`config.mk`:
```
export PLATFORM = sky130hd
export DESIGN_NAME = decode_stage
export DESIGN_NICKNAME = d
export VERILOG_FILES = /design/src/rtl/decode_pkg.sv /design/src/rtl/branch_jump.sv /design/src/rtl/decode_control.sv /design/src/rtl/decode_stage.sv /design/src/rtl/hazard_detect.sv /design/src/rtl/imm_extend.sv /design/src/rtl/reg_file_bypass.sv
export SDC_FILE = /design/constraint.sdc
export NUM_CORES = 1
export LEC_CHECK = 0
export BUFFER_PORTS_ARGS = -buffer_cell sky130_fd_sc_hd__buf_2
export CAP_MARGIN = 15
export CORE_ASPECT_RATIO = 2
export CORE_MARGIN = 4
export CORE_UTILIZATION = 50
export CTS_CLUSTER_DIAMETER = 40
export DETAILED_ROUTE_END_ITERATION = 10
export GPL_TIMING_DRIVEN = 0
export HOLD_SLACK_MARGIN = 0.15
export PLACE_DENSITY = 0.73
export SKIP_CTS_REPAIR_TIMING = 1
export SLEW_MARGIN = 20
export SYNTH_ARGS = -nofsm -noshare
export SYNTH_HDL_FRONTEND = slang
export SYNTH_SLANG_ARGS = --single-unit
```
`constraint.sdc`:
```
create_clock -name clk -period 7.15 [get_ports clk]
set_clock_uncertainty 0.15 [all_clocks]
set_input_delay 0.3575 -clock clk [delete_from_list [all_inputs] [get_ports clk]]
set_output_delay 0.3575 -clock clk [all_outputs]
set_load 0.02 [all_outputs]
```
`src/rtl/decode_pkg.sv`:
```
/*
   decode package
   instruction field encodings and control codes shared by the decode stage
*/
package decode_pkg;

   // major opcode, instruction bits 15..11
   typedef enum logic [4:0] {
      op_halt  = 5'b00000,
      op_nop   = 5'b00001,
      op_j     = 5'b00100,
      op_jr    = 5'b00101,
      op_jal   = 5'b00110,
      op_jalr  = 5'b00111,
      op_addi  = 5'b01000,
      op_subi  = 5'b01001,
      op_xori  = 5'b01010,
      op_andni = 5'b01011,
      op_beqz  = 5'b01100,
      op_bnez  = 5'b01101,
      op_bltz  = 5'b01110,
      op_bgez  = 5'b01111,
      op_st    = 5'b10000,
      op_ld    = 5'b10001,
      op_lbi   = 5'b11000,
      op_rtype = 5'b11011
   } opcode_t;

   // function field of the register format, bits 1..0
   typedef enum logic [1:0] {
      fn_add  = 2'b00,
      fn_sub  = 2'b01,
      fn_xor  = 2'b10,
      fn_andn = 2'b11
   } rfunc_t;

   typedef enum logic [3:0] {
      alu_add    = 4'd0,
      alu_sub    = 4'd1,
      alu_xor    = 4'd2,
      alu_andn   = 4'd3,
      alu_pass_b = 4'd4
   } alu_op_t;

   typedef enum logic [2:0] {
      br_none  = 3'd0,
      br_beqz  = 3'd1,
      br_bnez  = 3'd2,
      br_bltz  = 3'd3,
      br_bgez  = 3'd4,
      br_jdisp = 3'd5,
      br_jreg  = 3'd6
   } br_op_t;

   // which immediate field feeds the extender
   typedef enum logic [1:0] {
      ext_imm5   = 2'd0,
      ext_imm8   = 2'd1,
      ext_disp11 = 2'd2
   } ext_op_t;

   typedef enum logic [1:0] {
      dst_rd_r = 2'd0,
      dst_rd_i = 2'd1,
      dst_rs   = 2'd2,
      dst_link = 2'd3
   } dst_sel_t;

   // jal and jalr write the return address here
   localparam logic [2:0] link_reg = 3'd7;

endpackage

```
`src/rtl/branch_jump.sv`:
```
/*
   branch and jump resolve
   early condition test, target address and link value
*/
`timescale 1ns/1ps

module branch_jump #(
   parameter int data_w = 16
) (
   input  logic [data_w-1:0] rs_data,
   input  logic [data_w-1:0] pc,
   input  logic [data_w-1:0] immediate,
   input  decode_pkg::br_op_t br_op,
   output logic [data_w-1:0] branch_target,
   output logic [data_w-1:0] link_data,
   output logic              taken
);

   logic rs_zero;
   logic rs_neg;

   assign link_data = pc + data_w'(2);
   assign rs_zero   = (rs_data == '0);
   assign rs_neg    = rs_data[data_w-1];

   // register jumps are relative to rs, everything else to the next pc
   assign branch_target = (br_op == decode_pkg::br_jreg) ? rs_data + immediate
                                                         : link_data + immediate;

   always_comb begin
      case (br_op)
         decode_pkg::br_beqz:  taken = rs_zero;
         decode_pkg::br_bnez:  taken = !rs_zero;
         decode_pkg::br_bltz:  taken = rs_neg;
         decode_pkg::br_bgez:  taken = !rs_neg;
         decode_pkg::br_jdisp: taken = 1'b1;
         decode_pkg::br_jreg:  taken = 1'b1;
         default:              taken = 1'b0;
      endcase
   end

endmodule

```
`src/rtl/decode_control.sv`:
```
/*
   decode control
   maps opcode and function field to the control set, bubble on stall
*/
`timescale 1ns/1ps

module decode_control (
   input  decode_pkg::opcode_t  opcode,
   input  decode_pkg::rfunc_t   func,
   input  logic                 stall,
   output decode_pkg::alu_op_t  alu_op,
   output logic                 alu_src,
   output logic                 mem_read,
   output logic                 mem_write,
   output logic                 mem_to_reg,
   output logic                 reg_write,
   output logic                 halt,
   output logic                 illegal,
   output logic                 uses_rs,
   output logic                 uses_rt,
   output decode_pkg::br_op_t   br_op,
   output decode_pkg::dst_sel_t dst_sel,
   output decode_pkg::ext_op_t  ext_op,
   output logic                 ext_sign
);

   always_comb begin
      // defaults describe a nop
      alu_op     = decode_pkg::alu_add;
      alu_src    = 1'b0;
      mem_read   = 1'b0;
      mem_write  = 1'b0;
      mem_to_reg = 1'b0;
      reg_write  = 1'b0;
      halt       = 1'b0;
      illegal    = 1'b0;
      uses_rs    = 1'b0;
      uses_rt    = 1'b0;
      br_op      = decode_pkg::br_none;
      dst_sel    = decode_pkg::dst_rd_r;
      ext_op     = decode_pkg::ext_imm5;
      ext_sign   = 1'b0;

      case (opcode)
         decode_pkg::op_halt: halt = 1'b1;
         decode_pkg::op_nop: ;
         decode_pkg::op_addi, decode_pkg::op_subi,
         decode_pkg::op_xori, decode_pkg::op_andni: begin
            alu_src   = 1'b1;
            reg_write = 1'b1;
            uses_rs   = 1'b1;
            dst_sel   = decode_pkg::dst_rd_i;
            // logic immediates are zero extended
            ext_sign  = (opcode == decode_pkg::op_addi) || (opcode == decode_pkg::op_subi);
            case (opcode)
               decode_pkg::op_subi: alu_op = decode_pkg::alu_sub;
               decode_pkg::op_xori: alu_op = decode_pkg::alu_xor;
               decode_pkg::op_andni: alu_op = decode_pkg::alu_andn;
               default: alu_op = decode_pkg::alu_add;
            endcase
         end
         decode_pkg::op_st: begin
            alu_src   = 1'b1;
            mem_write = 1'b1;
            uses_rs   = 1'b1;
            // store data comes from the rt field
            uses_rt   = 1'b1;
            ext_sign  = 1'b1;
         end
         decode_pkg::op_ld: begin
            alu_src    = 1'b1;
            mem_read   = 1'b1;
            mem_to_reg = 1'b1;
            reg_write  = 1'b1;
            uses_rs    = 1'b1;
            dst_sel    = decode_pkg::dst_rd_i;
            ext_sign   = 1'b1;
         end
         decode_pkg::op_beqz, decode_pkg::op_bnez,
         decode_pkg::op_bltz, decode_pkg::op_bgez: begin
            uses_rs  = 1'b1;
            ext_op   = decode_pkg::ext_imm8;
            ext_sign = 1'b1;
            case (opcode)
               decode_pkg::op_beqz: br_op = decode_pkg::br_beqz;
               decode_pkg::op_bnez: br_op = decode_pkg::br_bnez;
               decode_pkg::op_bltz: br_op = decode_pkg::br_bltz;
               default: br_op = decode_pkg::br_bgez;
            endcase
         end
         decode_pkg::op_lbi: begin
            alu_op    = decode_pkg::alu_pass_b;
            alu_src   = 1'b1;
            reg_write = 1'b1;
            dst_sel   = decode_pkg::dst_rs;
            ext_op    = decode_pkg::ext_imm8;
            ext_sign  = 1'b1;
         end
         decode_pkg::op_j, decode_pkg::op_jal: begin
            br_op     = decode_pkg::br_jdisp;
            ext_op    = decode_pkg::ext_disp11;
            ext_sign  = 1'b1;
            reg_write = (opcode == decode_pkg::op_jal);
            dst_sel   = decode_pkg::dst_link;
         end
         decode_pkg::op_jr, decode_pkg::op_jalr: begin
            br_op     = decode_pkg::br_jreg;
            uses_rs   = 1'b1;
            ext_op    = decode_pkg::ext_imm8;
            ext_sign  = 1'b1;
            reg_write = (opcode == decode_pkg::op_jalr);
            dst_sel   = decode_pkg::dst_link;
         end
         decode_pkg::op_rtype: begin
            reg_write = 1'b1;
            uses_rs   = 1'b1;
            uses_rt   = 1'b1;
            case (func)
               decode_pkg::fn_sub: alu_op = decode_pkg::alu_sub;
               decode_pkg::fn_xor: alu_op = decode_pkg::alu_xor;
               decode_pkg::fn_andn: alu_op = decode_pkg::alu_andn;
               default: alu_op = decode_pkg::alu_add;
            endcase
         end
         default: illegal = 1'b1;
      endcase

      // load-use stall turns this slot into a bubble
      if (stall) begin
         reg_write = 1'b0;
         mem_read  = 1'b0;
         mem_write = 1'b0;
         halt      = 1'b0;
         br_op     = decode_pkg::br_none;
      end
   end

   // an unknown opcode must never reach writeback
   always_comb begin
      assert (!(illegal && reg_write))
         else $error("illegal opcode %0h raised reg_write", opcode);
   end

endmodule

```
`src/rtl/decode_stage.sv`:
```
/*
   decode stage
   splits the instruction, reads operands, extends the immediate,
   resolves branches early and detects load-use hazards
*/
`timescale 1ns/1ps

module decode_stage #(
   parameter int data_w = 16
) (
   input  logic                clk,
   input  logic                rst_n,
   input  logic [15:0]         inst,
   input  logic [data_w-1:0]   pc,
   input  logic                wb_write_en,
   input  logic [2:0]          wb_write_sel,
   input  logic [data_w-1:0]   wb_data,
   input  logic                id_ex_mem_read,
   input  logic [2:0]          id_ex_rd,
   output logic [data_w-1:0]   rs_data,
   output logic [data_w-1:0]   rt_data,
   output logic [data_w-1:0]   immediate,
   output logic [data_w-1:0]   branch_target,
   output logic [data_w-1:0]   link_data,
   output logic [2:0]          rs_sel,
   output logic [2:0]          rt_sel,
   output logic [2:0]          rd_sel,
   output decode_pkg::alu_op_t alu_op,
   output logic                alu_src,
   output logic                mem_read,
   output logic                mem_write,
   output logic                mem_to_reg,
   output logic                reg_write,
   output logic                halt,
   output logic                illegal,
   output logic                stall_decode,
   output logic                flush_fetch
);

   decode_pkg::br_op_t   br_op;
   decode_pkg::dst_sel_t dst_sel;
   decode_pkg::ext_op_t  ext_op;
   logic                 ext_sign;
   logic                 uses_rs;
   logic                 uses_rt;
   logic                 taken;

   assign rs_sel = inst[10:8];
   assign rt_sel = inst[7:5];

   // destination field depends on the instruction format
   always_comb begin
      case (dst_sel)
         decode_pkg::dst_rd_i: rd_sel = inst[7:5];
         decode_pkg::dst_rs:   rd_sel = inst[10:8];
         decode_pkg::dst_link: rd_sel = decode_pkg::link_reg;
         default:              rd_sel = inst[4:2];
      endcase
   end

   decode_control u_control (
      .opcode     (decode_pkg::opcode_t'(inst[15:11])),
      .func       (decode_pkg::rfunc_t'(inst[1:0])),
      .stall      (stall_decode),
      .alu_op     (alu_op),
      .alu_src    (alu_src),
      .mem_read   (mem_read),
      .mem_write  (mem_write),
      .mem_to_reg (mem_to_reg),
      .reg_write  (reg_write),
      .halt       (halt),
      .illegal    (illegal),
      .uses_rs    (uses_rs),
      .uses_rt    (uses_rt),
      .br_op      (br_op),
      .dst_sel    (dst_sel),
      .ext_op     (ext_op),
      .ext_sign   (ext_sign)
   );

   reg_file_bypass #(.data_w(data_w)) u_regs (
      .clk      (clk),
      .rst_n    (rst_n),
      .rd1_sel  (rs_sel),
      .rd2_sel  (rt_sel),
      .wr_en    (wb_write_en),
      .wr_sel   (wb_write_sel),
      .wr_data  (wb_data),
      .rd1_data (rs_data),
      .rd2_data (rt_data)
   );

   imm_extend #(.data_w(data_w)) u_ext (
      .inst      (inst),
      .ext_op    (ext_op),
      .ext_sign  (ext_sign),
      .immediate (immediate)
   );

   branch_jump #(.data_w(data_w)) u_bj (
      .rs_data       (rs_data),
      .pc            (pc),
      .immediate     (immediate),
      .br_op         (br_op),
      .branch_target (branch_target),
      .link_data     (link_data),
      .taken         (taken)
   );

   hazard_detect u_hazard (
      .rs_sel         (rs_sel),
      .rt_sel         (rt_sel),
      .id_ex_rd       (id_ex_rd),
      .uses_rs        (uses_rs),
      .uses_rt        (uses_rt),
      .id_ex_mem_read (id_ex_mem_read),
      .taken          (taken),
      .stall_decode   (stall_decode),
      .flush_fetch    (flush_fetch)
   );

endmodule

```
`src/rtl/hazard_detect.sv`:
```
/*
   hazard detect
   load-use stall against the execute stage, fetch flush on a taken redirect
*/
`timescale 1ns/1ps

module hazard_detect (
   input  logic [2:0] rs_sel,
   input  logic [2:0] rt_sel,
   input  logic [2:0] id_ex_rd,
   input  logic       uses_rs,
   input  logic       uses_rt,
   input  logic       id_ex_mem_read,
   input  logic       taken,
   output logic       stall_decode,
   output logic       flush_fetch
);

   logic rs_hit;
   logic rt_hit;

   // only sources the instruction actually reads can conflict
   assign rs_hit = uses_rs && (rs_sel == id_ex_rd);
   assign rt_hit = uses_rt && (rt_sel == id_ex_rd);

   always_comb begin
      stall_decode = id_ex_mem_read && (rs_hit || rt_hit);
      // a stalled branch resolves again next cycle with the loaded value
      flush_fetch  = taken && !stall_decode;
   end

   always_comb begin
      assert (!(stall_decode && flush_fetch))
         else $error("stall and flush raised together");
   end

endmodule

```
`src/rtl/imm_extend.sv`:
```
/*
   immediate extender
   picks the 5, 8 or 11 bit field and sign or zero extends it
*/
`timescale 1ns/1ps

module imm_extend #(
   parameter int data_w = 16
) (
   input  logic [15:0]         inst,
   input  decode_pkg::ext_op_t ext_op,
   input  logic                ext_sign,
   output logic [data_w-1:0]   immediate
);

   always_comb begin
      case (ext_op)
         decode_pkg::ext_imm8:
            immediate = {{(data_w-8){ext_sign & inst[7]}}, inst[7:0]};
         decode_pkg::ext_disp11:
            immediate = {{(data_w-11){ext_sign & inst[10]}}, inst[10:0]};
         default:
            immediate = {{(data_w-5){ext_sign & inst[4]}}, inst[4:0]};
      endcase
   end

endmodule

```
`src/rtl/reg_file_bypass.sv`:
```
/*
   register file
   eight entries, synchronous write and clear, write data bypassed to reads
*/
`timescale 1ns/1ps

module reg_file_bypass #(
   parameter int data_w = 16
) (
   input  logic              clk,
   input  logic              rst_n,
   input  logic [2:0]        rd1_sel,
   input  logic [2:0]        rd2_sel,
   input  logic              wr_en,
   input  logic [2:0]        wr_sel,
   input  logic [data_w-1:0] wr_data,
   output logic [data_w-1:0] rd1_data,
   output logic [data_w-1:0] rd2_data
);

   logic [data_w-1:0] regs [8];

   always_ff @(posedge clk) begin
      if (!rst_n) begin
         for (int i = 0; i < 8; i++) begin
            regs[i] <= '0;
         end
      end else if (wr_en) begin
         regs[wr_sel] <= wr_data;
      end
   end

   // same-cycle writeback wins over the stored value
   always_comb begin
      if (wr_en && (wr_sel == rd1_sel)) begin
         rd1_data = wr_data;
      end else begin
         rd1_data = regs[rd1_sel];
      end
      if (wr_en && (wr_sel == rd2_sel)) begin
         rd2_data = wr_data;
      end else begin
         rd2_data = regs[rd2_sel];
      end
   end

   a_wr_sel_known: assert property (
      @(posedge clk) disable iff (!rst_n) wr_en |-> !$isunknown(wr_sel)
   ) else $error("writeback index unknown while write enabled");

endmodule

```
# [Word level (Yosys, flattened, before mapping)]
# Memory sizes are Yosys's and may differ from the RTL's.
# Index checks and enable logic that the tools add are counted.
[totals] mem_count=1 ramBits=128 mem_bits_ro=0 in_bits=58 latchBits=0 ff_bits=0 word_cells=104 output_inout_bits=102
[classes] shift=0 eq_ne=35 mux=34 reduce_logical=28 addsub=3 mul=0 bitwise_logic=3 div_mod_pow=0 order_cmp=0
[memory_table] name="u_regs.regs" depth=8 word_bits=16 read_ports=2 rd_ports_with_merged_regs=0 wr=8 line_no="reg_file_bypass.sv:21" source="logic [data_w-1:0] regs [8];"
[ops] cell="2-to-1 mux 16 bit" n=4
[ops] cell="equality test 5 x 4 -> 1 bit (second input constant)" n=8
[ops] cell="adder 16 bit" n=2
[ops] cell="case mux 16 bit (2 select lines)" n=1
[ops] cell="case mux 3 bit (3 select lines)" n=3
[ops] cell="OR reduction 7 bit" n=3
[ops] cell="equality test 5 x 3 -> 1 bit (second input constant)" n=4
[ops] cell="equality test 5 bit (second input constant)" n=4
[ops] cell="case mux 2 bit (3 select lines)" n=3
[ops] cell="OR reduction 18 bit" n=1
[ops] cell="adder 16 x 2 -> 16 bit (second input constant)" n=1
[ops] cell="zero test 16 bit" n=1
[ops] cell="2-to-1 mux 1 bit" n=16
[ops] cell="OR reduction 16 bit" n=1
[ops] cell="OR reduction 13 bit" n=1
[ops] cell="equality test 3 bit" n=4
[ops] cell="case mux 4 bit (3 select lines)" n=1
[ops] cell="OR reduction 4 bit" n=3
[ops] cell="OR reduction 11 bit" n=1
[ops] cell="equality test 2 bit (second input constant)" n=5
[ops] cell="equality test 3 bit (second input constant)" n=3
[ops] cell="OR reduction 2 bit" n=4
[ops] cell="equality test 2 x 1 -> 1 bit (second input constant)" n=3
[ops] cell="equality test 3 x 2 -> 1 bit (second input constant)" n=2
[ops] cell="other kinds (13)" n=24

# [Longest topological paths before layout]
# Gate-level depths: netlist of run 1.
[logic_depth] ltp_word=11 depth_mapped=18 ltp_nobuf=17

# [Modules after synthesis]
# From an unflattened synthesis of run 1, not the netlist that was laid out.
[hier_totals] hier_cells=754 hier_area_um2=9656.8
[by_module_without_submodules] module="reg_file_bypass" area_each_um2=7440.9 cells_per_inst=446 n_inst=1 seq_area_each_um2=3843.7
[by_module_without_submodules] module="branch_jump" area_each_um2=1365.1 cells_per_inst=188 n_inst=1 seq_area_each_um2=0.0
[by_module_without_submodules] module="decode_control" area_each_um2=415.4 cells_per_inst=63 n_inst=1 seq_area_each_um2=0.0
[by_module_without_submodules] module="imm_extend" area_each_um2=227.7 cells_per_inst=31 n_inst=1 seq_area_each_um2=0.0
[by_module_without_submodules] module="decode_stage" area_each_um2=113.9 cells_per_inst=13 n_inst=1 seq_area_each_um2=0.0
[by_module_without_submodules] module="hazard_detect" area_each_um2=93.8 cells_per_inst=13 n_inst=1 seq_area_each_um2=0.0

# [Worst setup path before layout of run 1]
# No wires, ideal clock.
[synth_timing] kind="input-to-output" from="input inst[9]" to="output branch_target[14]" t_arrival_ns=4.198 setup_slack_ns=2.444 required_ns=6.642 path_stages=16 path_buffers=3 cell_sequence="clkbuf_1 buf_1 xnor2_1 nand4_1 nand3_1 clkbuf_1 mux2_2 ha_1 fa_1 a21o_1 a21o_1 a21oi_1 or3_1 nand3_1 nand2_1 o311ai_0"
[synth_via] elab_chain_cells=7 elab_cells_between_ends=14 classes_between="add/sub (2); eq/ne (3); mux (4); reduce/logical (4); memory (1)"
[synth_rtl] element="from (decl)" line_no="decode_stage.sv:13" source="input logic [15:0] inst,"
[synth_rtl] element="parallel branches: the longest is 6 deep, another holds memory read (8 x 16 bit)"
[synth_rtl] element="2-to-1 mux 16 bit *" line_no="branch_jump.sv:27" source="assign branch_target = (br_op == decode_pkg::br_jreg) ? rs_data + immediate"
[synth_rtl] element="to (decl)" line_no="decode_stage.sv:23" source="output logic [data_w-1:0] branch_target,"
# Every way passes the cells marked *.

# [Worst setup path after layout of run 1]
# Ends and elaborated chain as after synthesis.

==> results.txt, run 1 <==
----------------------------------------------------
[Outcome]
  Result of the run ... complete, no violations

[Layout]
  Fraction of layout instances using a drive strength above 1 ... 30.8%
  Biggest regs ... u_regs.regs x128
  Layout filler cell count ... between 1000 and 1500
  Post-route standard cell area excluding fillers ... 10800 sq um
  Area added between synthesis and finish ... 19.8%
  Area used by multi-input combinational logic ... 4760 sq um
  Inserted Diodes ... 0
  Number of flip-flops under the largest register name ... 128
  Leading cell type in the layout, fill and taps excluded ... sky130_fd_sc_hd__buf_2
  Area occupied by registers ... roughly 3800 sq um
  Most used cells in the layout excluding fill and tap cells ... sky130_fd_sc_hd__buf_2 (156), sky130_fd_sc_hd__edfxtp_1 (128), sky130_fd_sc_hd__and2_1 (122)
  Register with the highest flop count ... u_regs.regs
  Non-filler instance count after layout ... 1170
  Number of nets in the final layout ... 1029

[Floorplan]
  Die area ... 20400 sq um
  Initial core utilization ... between 50 and 60%
  Core area ... around 18000 sq um
  Cell Rows ... 69
  Die Y ... 198 microns
  Die Span X ... 103 microns
  Boundary pin count ... 160

[STA]
  Final setup violation count ... 0
  Final Slew Violations ... 0
  Worst-Margin Slew ... around 1.1 ns
  Tcrit/Tclk final ... approximately 83%
  Worst hold slack across all endpoints ... around 0.15 ns
  Setup ws final ... 1.24 ns
  Final Hold Viols ... 0
  Final period demand of the worst path ... 5.91 ns
  Final total negative setup slack ... 0 ns
  Setup repair after global routing missed its margin ... no
  Highest clock frequency the design can meet ... 0.169 GHz
  Remaining max-slew budget at the tightest pin ... between 20% and 30%

[Placement]
  Worst slack at placement ... roughly 1.3 ns
  GPL Wtd Cong ... around 0.91
  Cell area reported after detailed placement ... around 10000 sq um
  Cell total after placement ... 1138
  Post-detail-place hpwl ... 21.0 mm
  Port bufs ... 150

[Synthesis]
  Synthesized area ... 9020 sq um
  Number of warnings reported in the yosys synthesis log ... 0
  Number of enable-type register cells in the synthesized netlist ... 128
  Count of mapped cells out of synthesis ... 770
  Number of different library cells in the post-synthesis netlist ... 50
  Register bit count reported by yosys ... 128
  Sequential-to-total area share from yosys stat ... 42.6%
  Fraction of registers with async set or reset after synthesis ... 0%
  Number of nets in the synthesized netlist ... 847
  Average size of a mapped cell ... 11.7 sq um
  Synth Flop Type ... sky130_fd_sc_hd__edfxtp_1

[GRT]
  Residual overflow from global routing ... 0
  Number of antenna violations at the first check in global routing ... 0
  Largest net degree at the start of global routing ... 17
  Total routing resource utilization after global routing ... 27.4%
  Wire length of the first global-routing pass ... 40.9 mm
  Via count of the first global-routing pass ... ~7300

[Critical path]
  Delay of the slowest cell on the worst path ... 0.62 ns
  Type of the worst setup path ... input port to output pin
  Crit path from ... inst[9]
  Crit path max fanout ... 10
  Worst path buffer plus inverter count ... 4
  Crit end category ... output pin
  Required time of the critical path ... ~6.6 ns
  Number of stages on the worst setup path ... 17
  Arrival time at the worst endpoint ... 5.40 ns
  Setup crit end ... branch_target[14]
  Kind of cell adding the most delay to the critical path ... buffers and inverters
  Crit path launch type ... input port
  Worst-path cell with the longest stage delay ... sky130_fd_sc_hd__clkbuf_1
  CP cell instances ... clkbuf_1 > buf_1 > xnor2_1 > nand4_1 > nand3_1 > clkbuf_1 > mux2_2 > ha_1 > fa_1 > a21o_1 > a21o_1 > a21oi_1 > or3_1 > nand3_1 > a2111o_1 > o311ai_0 > buf_2

[Clocking]
  Total CTS buffers ... 25
  H-tree lvl count ... 4
  Clock sink count ... 128
  Root Buffer Master ... sky130_fd_sc_hd__clkbuf_16
  Max Buffers Root-to-Sink ... 3
  Clock slew at the register clock pins of the worst setup and hold paths ... 0.05 ns
  Clock tree from TritonCTS ... yes

[Job]
  Max-capacitance violation count ... 0

[Pwr]
  Leak Pwr ... 4.49 nW
  IR drop worst, VDD ... 0.128 mV
  Power per cell area ... 229 nW/um^2

[Route]
  Number of remaining DRC errors ... 0
  Final Routed Wirelength ... 27.6 mm
  Average via count per standard cell ... 6.10
  Average wire per cell in the routed design ... between 20 and 25 microns
  First-pass iteration count of the detailed router ... 5
  Violation count after the first detailed-routing iteration ... 560
  Via total after detailed routing ... 7140
  Post-route ant nets ... 0

[Hold path]
  Class of the tightest hold or removal check ... input port to flip-flop

----------------------------------------------------
==> cells in the mapped netlist, drive strengths merged (3+ instances only) <==
cell     count  share of area, %
mux2i       37               4.1
nand2b       6              0.42
xnor2       29               2.8
nor2b        5              0.35
nor4         5              0.42
clkbuf      33               1.4
inv         29               1.2
nand3       17              0.94
o2111ai      3              0.29
nand4        6              0.42
nor2        60               2.5
and2       122               8.5
nand2       31               1.3
a211oi       3              0.25
o21ai       21               1.2
xor2        11               1.1
ha          18               2.5
mux4        64                17
edfxtp     128                43
or3          3              0.21
nor3        16              0.89
a21oi       37               2.1
mux2        28               3.5
buf         31               2.4
a21o         4              0.33
==> area by class of cell <==
type / count / share of cell area, %
multi-input combinational: 548 / 44.0
sequential: 128 / 35.6
timing repair buffer: 155 / 7.47
clock buffer: 26 / 5.83
buffer: 64 / 3.14
tap: 213 / 2.47
inverter: 30 / 1.04
clock inverter: 6 / 0.463
==> per-stage QoR <==
stage | utilization, % | total power [mW]
after global placement | 56.4 | 1.50
after global routing | 60.8 | 2.57
after CTS | 60.8 | 2.48
after floorplan | - | 1.30
after detailed placement | 56.9 | 1.51
final | 60.8 | 2.48
==> logic make-up after synthesis <==
group	synth area share, %
adder cells (fa/ha/maj)	2.72
AO/OA/AOI/OAI	5.09
flip-flops	42.6
AND/OR/NAND/NOR	16.5
multiplexers	24.1
XOR/XNOR	3.88
other	0.0416
buffers and inverters	5.01
==> per-layer routing <==
metal / GRT usage (%) / part of all wire [%] / vias to the layer above
met4: 14.8 / 5.5 / 0
met2: 53.0 / 57 / 350
met5: 0 / 0 / -
met3: 3.14 / 5.9 / 87
li1: - / - / 3192
met1: 27.0 / 32 / 3511
==> worst min path at each step <==
stage / from / end / slack (ns) / cells after the start
finish: wb_data[4] / u_regs.regs[6][4] / 0.15 / 2
detailed placement: wb_data[4] / u_regs.regs[6][4] / 0.62 / 2
CTS: wb_data[4] / u_regs.regs[5][4] / 0.15 / 2
global placement: wb_data[4] / u_regs.regs[4][4] / 0.62 / 2
global route: wb_data[4] / u_regs.regs[6][4] / 0.17 / 2
floorplan: wb_data[10] / u_regs.regs[0][10] / 0.41 / 1
==> where the power goes <==
group	switching (mW)	total [mW]	internal (mW)
combinational	0.363	0.599	0.236
sequential	0.0238	0.900	0.876
clock	0.326	0.979	0.653
Note: power is estimated with default switching activity, not from simulation.
==> run 2, diff against run 1 <==
--- a/config.mk
+++ b/config.mk
@@ -5,6 +5,7 @@
 export SDC_FILE = /design/constraint.sdc
 export NUM_CORES = 1
 export LEC_CHECK = 0
+export ABC_AREA = 1
 export BUFFER_PORTS_ARGS = -buffer_cell sky130_fd_sc_hd__buf_2
 export CAP_MARGIN = 15
 export CORE_ASPECT_RATIO = 2
@@ -14,7 +15,7 @@
 export DETAILED_ROUTE_END_ITERATION = 10
 export GPL_TIMING_DRIVEN = 0
 export HOLD_SLACK_MARGIN = 0.15
-export PLACE_DENSITY = 0.73
+export PLACE_DENSITY = 0.72
 export SKIP_CTS_REPAIR_TIMING = 1
 export SLEW_MARGIN = 20
 export SYNTH_ARGS = -nofsm -noshare
==> constraint.sdc (replaced) <==
create_clock -name clk -period 6 [get_ports clk]
set_clock_uncertainty 0.15 [all_clocks]
set_input_delay 0.3 -clock clk [delete_from_list [all_inputs] [get_ports clk]]
set_output_delay 0.3 -clock clk [all_outputs]
set_load 0.02 [all_outputs]
==> run 2 against run 1 <==
Against the previous run:
- worst hold slack improved by 0.10 ns
- highest routed layer unchanged
- total power grew 15%
- synthesized area rose by 6.4%
- non-clock buffer count rose by 19
==> results.txt, run 2 <==
----------------------------------------------------
[Route]
  Final Routed Wirelength ... 37.5 mm (was 27.6 mm)
  Via total after detailed routing ... 10000 (was 7140)
  Average via count per standard cell ... 5.79 (was 6.10)
  Violation count after the first detailed-routing iteration ... 1047 (was 560)
  Number of remaining DRC errors ... 0 (unchanged)
  Average wire per cell in the routed design ... 21.6 microns (was 23.6 microns)
  First-pass iteration count of the detailed router ... 6 (was 5)
  Post-route ant nets ... 0 (unchanged)

[Pwr]
  Psw ... 0.933 mW (was 0.713 mW)
  Tot Pwr ... 2.85 mW (was 2.48 mW)
  Power per cell area ... 253 nW/um^2 (was 229 nW/um^2)
  Portion of total power attributed to sequential cells ... 37.4% (was 36.3%)
  Proportion of total power due to net switching ... 32.8% (was 28.8%)
  Combinational fraction of design power ... 27.2% (was 24.2%)
  IR drop worst, VDD ... 0.478 mV (was 0.128 mV)
  Part of the total power dissipated in the clock network ... 35.3% (was 39.5%)
  Leak Pwr ... 5.27 nW (was 4.49 nW)
  Internal power ... 1.91 mW (was 1.77 mW)

[Placement]
  Post-detail-place hpwl ... 29.1 mm (was 21.0 mm)
  Port bufs ... 151 (was 150)
  GPL Wtd Cong ... 0.976 (was 0.914)
  Cell area reported after detailed placement ... 10700 sq um (was 10100 sq um)

[GRT]
  Total routing resource utilization after global routing ... 34.7% (was 27.4%)
  Residual overflow from global routing ... 0 (unchanged)
  Wire length of the first global-routing pass ... 55.5 mm (was 40.9 mm)
  Largest net degree at the start of global routing ... 17 (unchanged)
  Via count of the first global-routing pass ... 9808 (was 7343)
  Number of antenna violations at the first check in global routing ... 1 (was 0)

[Layout]
  Number of nets in the final layout ... 1544 (was 1029)
  Final core occ ... 59.7% (was 60.8%)
  Biggest regs ... u_regs.regs x128 (unchanged)
  Register with the highest flop count ... u_regs.regs (unchanged)
  Leading cell type in the layout, fill and taps excluded ... sky130_fd_sc_hd__nand2_1 (was sky130_fd_sc_hd__buf_2)
  Area added between synthesis and finish ... 17.0% (was 19.8%)
  Number of flip-flops under the largest register name ... 128 (unchanged)
  Fraction of layout instances using a drive strength above 1 ... 19.4% (was 30.8%)
  Most used cells in the layout excluding fill and tap cells ... sky130_fd_sc_hd__nand2_1 (250), sky130_fd_sc_hd__nor2_1 (230), sky130_fd_sc_hd__buf_2 (165) (was sky130_fd_sc_hd__buf_2 (156), sky130_fd_sc_hd__edfxtp_1 (128), sky130_fd_sc_hd__and2_1 (122))
  Post-route standard cell area excluding fillers ... 11200 sq um (was 10800 sq um)

[STA]
  Final setup violation count ... 0 (unchanged)
  Worst hold slack across all endpoints ... 0.255 ns (was 0.155 ns)
  Highest clock frequency the design can meet ... between 0.2 and 0.25 GHz
  Tcrit/Tclk final ... 74.5%
  Setup repair after global routing missed its margin ... no (unchanged)
  Final Hold Viols ... 0 (unchanged)
  Worst-Margin Slew ... 0.959 ns (was 1.15 ns)
  Final Slew Violations ... 0 (unchanged)
  Final total negative setup slack ... 0 ns (unchanged)
  Final period demand of the worst path ... 4.47 ns
  Remaining max-slew budget at the tightest pin ... 35.9% (was 23.4%)

[Critical path]
  Required time of the critical path ... 5.55 ns (was 6.64 ns)
  Crit path max fanout ... 9 (was 10)
  Crit path launch type ... input port (unchanged)
  Type of the worst setup path ... input port to output pin (unchanged)
  Arrival time at the worst endpoint ... 4.02 ns (was 5.40 ns)
  Crit end category ... output pin (unchanged)

[Synthesis]
  Most numerous cell types in the synthesized netlist ... sky130_fd_sc_hd__nand2_1 (250), sky130_fd_sc_hd__nor2_1 (230), sky130_fd_sc_hd__edfxtp_1 (128) (was sky130_fd_sc_hd__edfxtp_1 (128), sky130_fd_sc_hd__and2_1 (122), sky130_fd_sc_hd__nor2_1 (60))
  Leading cell types by total area after synthesis ... sky130_fd_sc_hd__edfxtp_1 (40%), sky130_fd_sc_hd__nand2_1 (9.8%), sky130_fd_sc_hd__nor2_1 (9.0%) (was sky130_fd_sc_hd__edfxtp_1 (43%), sky130_fd_sc_hd__mux4_2 (13%), sky130_fd_sc_hd__and2_1 (8.5%))
  Register bit count reported by yosys ... 128 (unchanged)
  Fraction of registers with async set or reset after synthesis ... 0% (unchanged)
  Count of mapped cells out of synthesis ... 1297 (was 770)
  Number of warnings reported in the yosys synthesis log ... 0 (unchanged)
  Number of nets in the synthesized netlist ... 1374 (was 847)
  Synth Flop Type ... sky130_fd_sc_hd__edfxtp_1 (unchanged)
  Number of different library cells in the post-synthesis netlist ... 50 (unchanged)
  Leading area contributor after synthesis ... sky130_fd_sc_hd__edfxtp_1 (unchanged)
  Area share of the leading cell type in the synthesized netlist ... 40.0% (was 42.6%)
  Sequential-to-total area share from yosys stat ... 40.0% (was 42.6%)
  Synthesized area ... 9600 sq um (was 9020 sq um)
  Most repeated cell in the gate-level netlist after synthesis ... sky130_fd_sc_hd__nand2_1 (was sky130_fd_sc_hd__edfxtp_1)
  Average size of a mapped cell ... 7.40 sq um (was 11.7 sq um)
  Number of enable-type register cells in the synthesized netlist ... 128 (unchanged)

[Floorplan]
  Die Span X ... 106 microns (was 103 microns)
  Initial core utilization ... 51.0% (was 50.7%)
  Cell Rows ... 71 (was 69)
  Boundary pin count ... 160 (unchanged)
  Core area ... 18800 sq um (was 17800 sq um)
  Die area ... 21600 sq um (was 20400 sq um)
  Die Y ... 204 microns (was 198 microns)

[Clocking]
  Total CTS buffers ... 17 (was 25)
  Clock sink count ... 128 (unchanged)
  Clock tree from TritonCTS ... yes (unchanged)
  Max Buffers Root-to-Sink ... 2 (was 3)
  H-tree lvl count ... 4 (unchanged)
  Clock slew at the register clock pins of the worst setup and hold paths ... 0.05 ns (about the same)
  Root Buffer Master ... sky130_fd_sc_hd__clkbuf_16 (unchanged)

[Hold path]
  Class of the tightest hold or removal check ... input port to flip-flop (unchanged)

[Outcome]
  Result of the run ... complete, no violations (unchanged)

[Job]
  Max-capacitance violation count ... 0 (unchanged)

----------------------------------------------------
-- run 2: cell types whose count changed after synthesis, sizes merged, moves of 21 or more --
cell	change
xnor2	-21
a21oi	+55
nor2	+182
nand2	+239
mux4	-64
nand3	+80
mux2i	-37
o21ai	+86
inv	+108
and2	-121
o211ai	+29
mux2	-28
-- run 2: layout make-up --
type	count	area, sq um
clock inverters	10	120
multi-input cells	929	4660
repair buffers	151	756
diodes	1	2.50
flip-flops and latches	128	3840
clock buffers	20	437
plain buffers	87	522
inverters	153	579
fillers	1931	7600
well taps	255	319
-- run 2: path summary, 6_finish.rpt --
kind              startpoint  slack [ns]  cells after the start                 to
hold / removal    wb_data[4]        0.26                      3  u_regs.regs[6][4]
setup / recovery    inst[13]        1.53                     19  branch_target[12]
-- run 2: power groups by stage --
stage	Combinational, mW	Clock, mW	Sequential, mW
after global placement	0.759	0	1.08
after floorplan	0.498	0	1.07
after detailed placement	0.767	0	1.08
final	0.775	1.01	1.07
after CTS	0.769	1.00	1.06
after global routing	0.837	1.04	1.07
-- run 2: worst max-delay path, cell delays in order --
cell                       delay (ns)
sky130_fd_sc_hd__buf_2           0.13
sky130_fd_sc_hd__inv_1           0.08
sky130_fd_sc_hd__nor2_2          0.19
sky130_fd_sc_hd__nand2_1         0.13
sky130_fd_sc_hd__nor2_1          0.42
sky130_fd_sc_hd__nor3_1          0.17
sky130_fd_sc_hd__ha_1            0.32
sky130_fd_sc_hd__clkbuf_1        0.27
sky130_fd_sc_hd__nand3_1         0.24
sky130_fd_sc_hd__o31ai_1         0.17
sky130_fd_sc_hd__ha_1            0.35
sky130_fd_sc_hd__a21oi_1         0.14
sky130_fd_sc_hd__nand2_1         0.15
sky130_fd_sc_hd__nand2_1         0.10
sky130_fd_sc_hd__nand2_1         0.07
sky130_fd_sc_hd__a21boi_0        0.30
sky130_fd_sc_hd__o21ai_0         0.15
sky130_fd_sc_hd__xor2_1          0.15
sky130_fd_sc_hd__buf_2           0.19
-- run 2: logic make-up after synthesis --
logic type,after synthesis,synth area share [%]
and+or+nand+nor,623,27.8
AOI/OAI and AO/OA,256,15.4
buffers and inverters,240,11.5
DFF,128,40.0
xor gates and xnor gates,30,2.74
adders and majority gates,19,2.55
other,1,0.0391
-- run 2: metal layers --
metal  vias up  global-route usage [%]  wire [microns]
li1       4618                       -               -
met4         0                    27.5            3420
met2       633                    63.4           19200
met5         -                       0               0
met1      4611                    33.3           11800
met3       186                    6.83            3060
-- run 2: stage by stage --
stage               instances  worst slack, ns
global route             1734             1.26
CTS                      1733             1.60
global placement         1703             1.66
detailed placement       1703             1.60
finish                   1734             1.53
floorplan                1297             1.92
